$ cat src/mem_ex_pkg.sv
package mem_ex_pkg;

    // producer tag, 0 is reserved for "no producer"
    localparam int TAG_W = 4;

    // operand value
    localparam int VAL_W = 32;

    // fixed part field widths
    localparam int EIP_W    = 32;
    localparam int ALUK_W   = 5;
    localparam int OPSIZE_W = 2;

    // one source operand, 37 bits
    typedef struct packed {
        logic [VAL_W-1:0] value;
        logic [TAG_W-1:0] tag;
        logic             ready;
    } opnd_t;

    // modifiable part, rewritten by result broadcasts while queued
    typedef struct packed {
        opnd_t op1;
        opnd_t op2;
    } m_payload_t;

    // fixed part, written once on push
    typedef struct packed {
        logic [EIP_W-1:0]    eip;
        logic [ALUK_W-1:0]   aluk;
        logic [OPSIZE_W-1:0] opsize;
        logic [TAG_W-1:0]    dest_tag;
    } n_payload_t;

    // total widths, handy for dumps and checks
    localparam int OPND_W = $bits(opnd_t);
    localparam int M_W    = $bits(m_payload_t);
    localparam int N_W    = $bits(n_payload_t);

endpackage

$ cat src/queue_pkg.sv
package queue_pkg;

    // slot count used when the top level is not overridden
    localparam int DEFAULT_Q_LENGTH = 8;

    // what the queue does in a given cycle
    typedef enum logic [2:0] {
        Q_IDLE     = 3'd0,
        Q_PUSH     = 3'd1,
        Q_POP      = 3'd2,
        Q_PUSH_POP = 3'd3,
        // flush, wins over push and pop
        Q_CLEAR    = 3'd4
    } q_op_t;

endpackage

$ cat src/queue_ctrl.sv
module queue_ctrl #(
    parameter int Q_LENGTH = queue_pkg::DEFAULT_Q_LENGTH,
    localparam int IDX_W = $clog2(Q_LENGTH)
) (
    input  logic                clk,
    input  logic                arst_n,
    input  logic                wr,
    input  logic                rd,
    input  logic                clr,
    output logic                full,
    output logic                empty,
    output logic [Q_LENGTH-1:0] wr_slot,
    output logic [IDX_W-1:0]    rd_ptr,
    output logic [Q_LENGTH-1:0] slot_valid
);

    localparam int CNT_W = $clog2(Q_LENGTH + 1);

    queue_pkg::q_op_t    op;
    logic                push_ok;
    logic                pop_ok;
    logic                do_push;
    logic                do_pop;
    logic [IDX_W-1:0]    wr_ptr;
    logic [CNT_W-1:0]    count;
    logic [Q_LENGTH-1:0] pop_mask;

    // pointers wrap at Q_LENGTH, which need not be a power of two
    function automatic logic [IDX_W-1:0] next_ptr(input logic [IDX_W-1:0] p);
        if (p == IDX_W'(Q_LENGTH - 1)) begin
            return '0;
        end
        return p + 1'b1;
    endfunction

    // a full queue still takes a push when the head leaves in the same cycle
    assign push_ok = wr && (!full || rd);
    assign pop_ok  = rd && !empty;

    always_comb begin
        if (clr) begin
            op = queue_pkg::Q_CLEAR;
        end else if (push_ok && pop_ok) begin
            op = queue_pkg::Q_PUSH_POP;
        end else if (push_ok) begin
            op = queue_pkg::Q_PUSH;
        end else if (pop_ok) begin
            op = queue_pkg::Q_POP;
        end else begin
            op = queue_pkg::Q_IDLE;
        end
    end

    assign do_push = (op == queue_pkg::Q_PUSH) || (op == queue_pkg::Q_PUSH_POP);
    assign do_pop  = (op == queue_pkg::Q_POP) || (op == queue_pkg::Q_PUSH_POP);

    assign wr_slot  = do_push ? (Q_LENGTH'(1) << wr_ptr) : '0;
    assign pop_mask = do_pop ? (Q_LENGTH'(1) << rd_ptr) : '0;

    assign full  = (count == CNT_W'(Q_LENGTH));
    assign empty = (count == '0);

    always_ff @(posedge clk or negedge arst_n) begin
        if (!arst_n) begin
            wr_ptr     <= '0;
            rd_ptr     <= '0;
            count      <= '0;
            slot_valid <= '0;
        end else if (op == queue_pkg::Q_CLEAR) begin
            wr_ptr     <= '0;
            rd_ptr     <= '0;
            count      <= '0;
            slot_valid <= '0;
        end else begin
            // on push-pop when full the head slot is vacated and refilled
            slot_valid <= (slot_valid & ~pop_mask) | wr_slot;
            if (do_push) begin
                wr_ptr <= next_ptr(wr_ptr);
            end
            if (do_pop) begin
                rd_ptr <= next_ptr(rd_ptr);
            end
            if (do_push && !do_pop) begin
                count <= count + CNT_W'(1);
            end else if (do_pop && !do_push) begin
                count <= count - CNT_W'(1);
            end
        end
    end

    a_full_empty_excl: assert property (@(posedge clk) disable iff (!arst_n)
        !(full && empty));

    a_wr_slot_onehot0: assert property (@(posedge clk) disable iff (!arst_n)
        $onehot0(wr_slot));

    // occupancy count and valid bits must stay in step
    a_count_matches: assert property (@(posedge clk) disable iff (!arst_n)
        $countones(slot_valid) == int'(count));

endmodule

$ cat src/slot_array.sv
module slot_array #(
    parameter type payload_t = logic [7:0],
    parameter int Q_LENGTH = queue_pkg::DEFAULT_Q_LENGTH,
    localparam int IDX_W = $clog2(Q_LENGTH)
) (
    input  logic                clk,
    input  logic                arst_n,
    input  logic [Q_LENGTH-1:0] load,
    input  payload_t            load_data [Q_LENGTH],
    input  logic [IDX_W-1:0]    rd_ptr,
    output payload_t            entries [Q_LENGTH],
    output payload_t            dout
);

    // slot storage
    payload_t mem [Q_LENGTH];

    // each slot loads on its own strobe, content is meaningless until valid
    always_ff @(posedge clk) begin
        for (int i = 0; i < Q_LENGTH; i++) begin
            if (load[i]) begin
                mem[i] <= load_data[i];
            end
        end
    end

    // every slot is visible for the wakeup logic
    always_comb begin
        for (int i = 0; i < Q_LENGTH; i++) begin
            entries[i] = mem[i];
        end
    end

    // head read mux
    assign dout = mem[rd_ptr];

    // non power of two lengths leave unused pointer codes
    a_rd_ptr_range: assert property (@(posedge clk) disable iff (!arst_n)
        int'(rd_ptr) < Q_LENGTH);

endmodule

$ cat src/operand_wakeup.sv
module operand_wakeup #(
    parameter int Q_LENGTH = queue_pkg::DEFAULT_Q_LENGTH
) (
    input  logic                           wb_valid,
    input  logic [mem_ex_pkg::TAG_W-1:0]   wb_tag,
    input  logic [mem_ex_pkg::VAL_W-1:0]   wb_val,
    input  mem_ex_pkg::m_payload_t         m_din,
    input  logic [Q_LENGTH-1:0]            wr_slot,
    input  logic [Q_LENGTH-1:0]            slot_valid,
    input  mem_ex_pkg::m_payload_t         m_entries [Q_LENGTH],
    output logic [Q_LENGTH-1:0]            m_load,
    output mem_ex_pkg::m_payload_t         m_load_data [Q_LENGTH]
);

    // tag 0 never matches, it marks an operand with no producer
    logic bc_live;

    function automatic mem_ex_pkg::opnd_t wake(
        input mem_ex_pkg::opnd_t             o,
        input logic                          hit,
        input logic [mem_ex_pkg::VAL_W-1:0]  v
    );
        mem_ex_pkg::opnd_t r;
        r = o;
        if (hit) begin
            r.value = v;
            r.ready = 1'b1;
        end
        return r;
    endfunction

    assign bc_live = wb_valid && (wb_tag != '0);

    for (genvar i = 0; i < Q_LENGTH; i++) begin : g_slot
        mem_ex_pkg::m_payload_t src;
        logic                   hit1;
        logic                   hit2;

        // incoming micro-op takes the broadcast too
        assign src = wr_slot[i] ? m_din : m_entries[i];

        assign hit1 = bc_live && !src.op1.ready && (src.op1.tag == wb_tag);
        assign hit2 = bc_live && !src.op2.ready && (src.op2.tag == wb_tag);

        assign m_load_data[i] = '{op1: wake(src.op1, hit1, wb_val),
                                  op2: wake(src.op2, hit2, wb_val)};

        // empty slots are never touched by a broadcast
        assign m_load[i] = wr_slot[i] || (slot_valid[i] && (hit1 || hit2));
    end

    // a stored ready operand must reach the array unchanged
    always_comb begin
        for (int i = 0; i < Q_LENGTH; i++) begin
            if (m_load[i] && !wr_slot[i]) begin
                a_keep_ready1: assert (!m_entries[i].op1.ready ||
                                       m_load_data[i].op1 == m_entries[i].op1)
                    else $error("ready op1 of slot %0d rewritten by broadcast", i);
                a_keep_ready2: assert (!m_entries[i].op2.ready ||
                                       m_load_data[i].op2 == m_entries[i].op2)
                    else $error("ready op2 of slot %0d rewritten by broadcast", i);
            end
        end
    end

endmodule

$ cat src/mem_ex_queue.sv
module mem_ex_queue #(
    parameter int Q_LENGTH = queue_pkg::DEFAULT_Q_LENGTH
) (
    input  logic                          clk,
    input  logic                          arst_n,
    input  logic                          wr,
    input  logic                          rd,
    input  logic                          clr,
    input  mem_ex_pkg::m_payload_t        m_din,
    input  mem_ex_pkg::n_payload_t        n_din,
    input  logic                          wb_valid,
    input  logic [mem_ex_pkg::TAG_W-1:0]  wb_tag,
    input  logic [mem_ex_pkg::VAL_W-1:0]  wb_val,
    output logic                          full,
    output logic                          empty,
    output mem_ex_pkg::m_payload_t        m_dout,
    output mem_ex_pkg::n_payload_t        n_dout
);

    localparam int IDX_W = $clog2(Q_LENGTH);

    logic [Q_LENGTH-1:0]     wr_slot;
    logic [Q_LENGTH-1:0]     slot_valid;
    logic [IDX_W-1:0]        rd_ptr;
    logic [Q_LENGTH-1:0]     m_load;
    mem_ex_pkg::m_payload_t  m_load_data [Q_LENGTH];
    mem_ex_pkg::m_payload_t  m_entries [Q_LENGTH];
    mem_ex_pkg::n_payload_t  n_load_data [Q_LENGTH];

    // fixed part goes to whichever slot is selected for the push
    for (genvar i = 0; i < Q_LENGTH; i++) begin : g_n_fan
        assign n_load_data[i] = n_din;
    end

    queue_ctrl #(
        .Q_LENGTH (Q_LENGTH)
    ) i_queue_ctrl (
        .clk        (clk),
        .arst_n     (arst_n),
        .wr         (wr),
        .rd         (rd),
        .clr        (clr),
        .full       (full),
        .empty      (empty),
        .wr_slot    (wr_slot),
        .rd_ptr     (rd_ptr),
        .slot_valid (slot_valid)
    );

    operand_wakeup #(
        .Q_LENGTH (Q_LENGTH)
    ) i_operand_wakeup (
        .wb_valid    (wb_valid),
        .wb_tag      (wb_tag),
        .wb_val      (wb_val),
        .m_din       (m_din),
        .wr_slot     (wr_slot),
        .slot_valid  (slot_valid),
        .m_entries   (m_entries),
        .m_load      (m_load),
        .m_load_data (m_load_data)
    );

    // modifiable part, reloaded on push and on wakeup
    slot_array #(
        .payload_t (mem_ex_pkg::m_payload_t),
        .Q_LENGTH  (Q_LENGTH)
    ) i_m_slots (
        .clk       (clk),
        .arst_n    (arst_n),
        .load      (m_load),
        .load_data (m_load_data),
        .rd_ptr    (rd_ptr),
        .entries   (m_entries),
        .dout      (m_dout)
    );

    // fixed part, loaded on push only
    slot_array #(
        .payload_t (mem_ex_pkg::n_payload_t),
        .Q_LENGTH  (Q_LENGTH)
    ) i_n_slots (
        .clk       (clk),
        .arst_n    (arst_n),
        .load      (wr_slot),
        .load_data (n_load_data),
        .rd_ptr    (rd_ptr),
        .entries   (),
        .dout      (n_dout)
    );

endmodule

$ cat config.mk
export PLATFORM = sky130hd
export DESIGN_NAME = mem_ex_queue
export DESIGN_NICKNAME = d
export VERILOG_FILES = /design/src/mem_ex_pkg.sv /design/src/queue_pkg.sv /design/src/queue_ctrl.sv /design/src/slot_array.sv /design/src/operand_wakeup.sv /design/src/mem_ex_queue.sv
export SDC_FILE = /design/constraint.sdc
export NUM_CORES = 2
export LEC_CHECK = 0
export BUFFER_PORTS_ARGS = -buffer_cell sky130_fd_sc_hd__buf_2
export CELL_PAD_IN_SITES_DETAIL_PLACEMENT = 0
export CELL_PAD_IN_SITES_GLOBAL_PLACEMENT = 1
export CORE_MARGIN = 1.5
export CORE_UTILIZATION = 35
export CTS_CLUSTER_SIZE = 8
export DETAILED_ROUTE_END_ITERATION = 8
export PLACE_DENSITY = 0.65
export SYNTH_ARGS = -nofsm -noshare
export SYNTH_HDL_FRONTEND = slang
export SYNTH_HIERARCHICAL = 1
export SYNTH_SLANG_ARGS = --single-unit
$ cat constraint.sdc
create_clock -name clk -period 17.1 [get_ports clk]
set_input_delay 2.565 -clock clk [delete_from_list [all_inputs] [get_ports clk]]
set_output_delay 2.565 -clock clk [all_outputs]
set_load 0.03 [all_outputs]
==> impl_metrics.yaml <==
setup_path:
  critPathSlowestCell: "and3_4"
  timing_worst_setup_path_type: "primary input to flop"
  timing.critical_path.fanout_max: 41
  worstPathCellList: "buf_2 > nor2b_1 > a211oi_2 > and3_4 > buf_4 > mux2_2 > xor2_1 > nor3_1 > nand4_1 > buf_4 > o21ai_4 > buf_4 > buf_4"
  critPathMostFrequentCell: "buf_4"
  critPathCaptureType: "flop"
  r2r_cells: 12
  worst_setup_path_start_kind: "primary input"
  critical_path_required_ns: 17.47
  cpPeakStageDelay_ns: 0.68
  worst_ep_arrival_time_ns: 7.96
detailed_routing:
  first_iter_violations: 2045
  totalWireLength_um: 151000
  drt-vias-per-instance: 5.52
  detail_route.drc_violations: 0
  drt.antenna.violating_nets: 0
  wire_length_per_cell_after_detailed_routing_um: 29.6
  dr.pass1.iters: 5
  vias: 28100
grt:
  via_count_of_the_first_global_routing_pass: 29300
  grtUsageTotal_pct: 20.3
  wire_length_of_the_first_global_routing_pass_um: 217000
  global_route.overflow_total: 0
  grt_antenna_before_repair: 40
  grt_start_max_net_pins: 99
synth:
  ys_ff_latch: 954
  yosysSeqAreaShare_pct: 56.2
  syn_area_per_cell_sq_um: 17.5
  ys_top_cells_by_area: "edfxtp_1 55%, mux2_2 25%, mux4_2 10%"
  mapped_cells: 2903
  synth_flop_cell: "edfxtp_1"
  number_of_synthesized_flops_with_an_enable_pin: 936
  synth_fp_nets: 3077
  synth_top_area_share_pct: 55.3
  netlist.top_cell.by_area: "edfxtp_1"
  synth.cell_area_sq_um: 50900
  synth_cell_type_count: 48
  synth.yosys.warnings: 6
  proportion_of_synthesized_flip_flops_having_asynchronous_set_or_reset_pct: 1.89
floorplanning:
  start_util_pct: 35.4
  rows: 139
  die_h_um: 384
  die-area_sq_um: 148000
  pin_count: 278
  core_area_sq_um: 144000
  floorplan.die.width_um: 384
layout:
  finish.instance_area_sq_um: 57900
  layout_commonest_cell: "mux2_2"
  mostFrequentLayoutCells: "1119 x mux2_2, 936 x edfxtp_1, 277 x buf_2, 231 x mux4_2, 138 x clkbuf_16"
  drive_gt1_share_pct: 61.2
  finish.net_count: 3324
  flow.area_growth_from_synthesis_pct: 13.9
placed_design:
  dp_hpwl_um: 82600
  gpl.final_weighted_congestion: 0.754
  placed_area_sq_um: 54000
  placement.io_buffers: 277
timing:
  finalHoldViolations: 0
  timing.final.max_slew_violations: 0
  max_slew_margin_pct: 23.6
  fin_clk_skew_ns: 0.0586
  period_minus_slack_ns: 7.59
  unrepaired_setup_endpoints_after_global_routing: "false"
  tns_ns: 0
  post-route-period-util_pct: 44.4
  timing_worst_slew_pin_value_ns: 1.15
  setup_viol_count_final: 0
  highest_achievable_clock_rate_mhz: 132
pwr:
  vdd_drop_max_uv: 92.4
  power.leakage_nw: 19.1
  power.density_nw_per_um2: 116
clock_network:
  cts_max_level: 4
  clock_path_buffers: 3
  clk_pin_slew_worst_paths_ns: 0.05
  post_cts_setup_buffer_count: 0
  cts.sinks: 954
  cts_root_buf: "clkbuf_16"
  clk-insertion-delay-late_ns: 0.79
  ctsHoldBuffers: 0
  tritoncts: "done"
  clock_buffer_count_from_cts: 138
  ctsResizeCount: 0
outcome:
  outcome: "completed"
hold_path:
  hold_class: "flop to flop"
  holdPathStages: 2
run:
  max_cap_viol_count: 0
==> final timing paths <==
check                                 startpoint                    endpoint  slack, ns
hold reg to reg             i_m_slots/mem[6][37]        i_m_slots/mem[6][37]       0.58
max in group asynchronous                 arst_n      i_queue_ctrl/rd_ptr[1]      14.97
min in group asynchronous                 arst_n  i_queue_ctrl/slot_valid[2]       1.74
setup / recovery                              rd        i_m_slots/mem[2][63]       9.51
setup reg to reg           i_queue_ctrl/count[3]        i_m_slots/mem[2][63]      10.88
hold / removal              i_m_slots/mem[6][37]        i_m_slots/mem[6][37]       0.58
==> Yosys cell counts, types with 17 or more instances <==
cell and instances:
mux2_4 70, xor2_1 48, mux2_2 1119, nand2_1 33
buf_2 58, clkbuf_1 105, buf_1 20, mux2i_1 35
nor3_1 17, buf_6 19, inv_1 37, dfrtp_1 18
buf_4 17, mux4_2 231, edfxtp_1 936
==> worst max-delay path, delay by kind of cell <==
| kind | cells | cell delay [ns] |
|---|---|---|
| buffers and inverters | 5 | 2.47 |
| XOR/XNOR | 1 | 0.15 |
| multiplexers | 1 | 0.43 |
| AO/OA/AOI/OAI | 2 | 1.12 |
| AND/OR/NAND/NOR | 4 | 1.13 |
==> sequential cells by signal, summed over array words and instances (netlist names) <==
name / count
i_m_slots/mem: 592
i_queue_ctrl/slot_valid: 8
i_queue_ctrl/rd_ptr: 3
i_queue_ctrl/count: 4
i_queue_ctrl/wr_ptr: 3
i_n_slots/mem: 344
==> cell families after synthesis <==
logic type                 count (synthesis)  share of synthesized area, %
adders and majority gates                 15                         0.384
buffers and inverters                    264                          2.75
xor gates and xnor gates                  63                          1.08
and+or+nand+nor                          101                          1.00
muxes                                   1461                          38.0
DFF                                      954                          56.2
AOI/OAI and AO/OA                         45                         0.640
==> metal layers <==
metal  wire [um]  GRT usage [%]
met1       66600           27.8
met5         247              0
met2       72600           33.0
met4        2430           4.30
met3        8630           4.17
==> power breakdown <==
part / internal [W] / switching, W / total (W)
sequential: 0.00264 / 0.0000683 / 0.00271
clock: 0.00148 / 0.00107 / 0.00255
combinational: 0.000622 / 0.000835 / 0.00146
total: 0.00474 / 0.00197 / 0.00671
==> stage by stage <==
stage / power [W] / hold slack (ns) / worst slack, ns / cells / utilization (%)
6_report: 0.00671 / 0.579 / 9.51 / 5093 / 40.3
5_1_grt: 0.00697 / 0.619 / 9.27 / 5084 / 40.3
2_1_floorplan: 0.00381 / 0.500 / 5.62 / 2903 / -
3_5_place_dp: 0.00423 / 0.566 / 8.66 / 4913 / 37.5
4_1_cts: 0.00681 / 0.579 / 9.46 / 5083 / 40.3
3_3_place_gp: 0.00423 / 0.564 / 8.62 / 4913 / 37.5
==> cell type report <==
| type | count | area (sq um) |
|---|---|---|
| fillers | 13100 | 85900 |
| well taps | 1903 | 2380 |
| clock inverters | 17 | 444 |
| diodes | 10 | 25.0 |
| multi-input cells | 1685 | 21000 |
| repair buffers | 334 | 1830 |
| flip-flops and latches | 954 | 28600 |
| inverters | 37 | 139 |
| clock buffers | 153 | 3520 |
No activity file was read; power rests on OpenSTA's default activity.
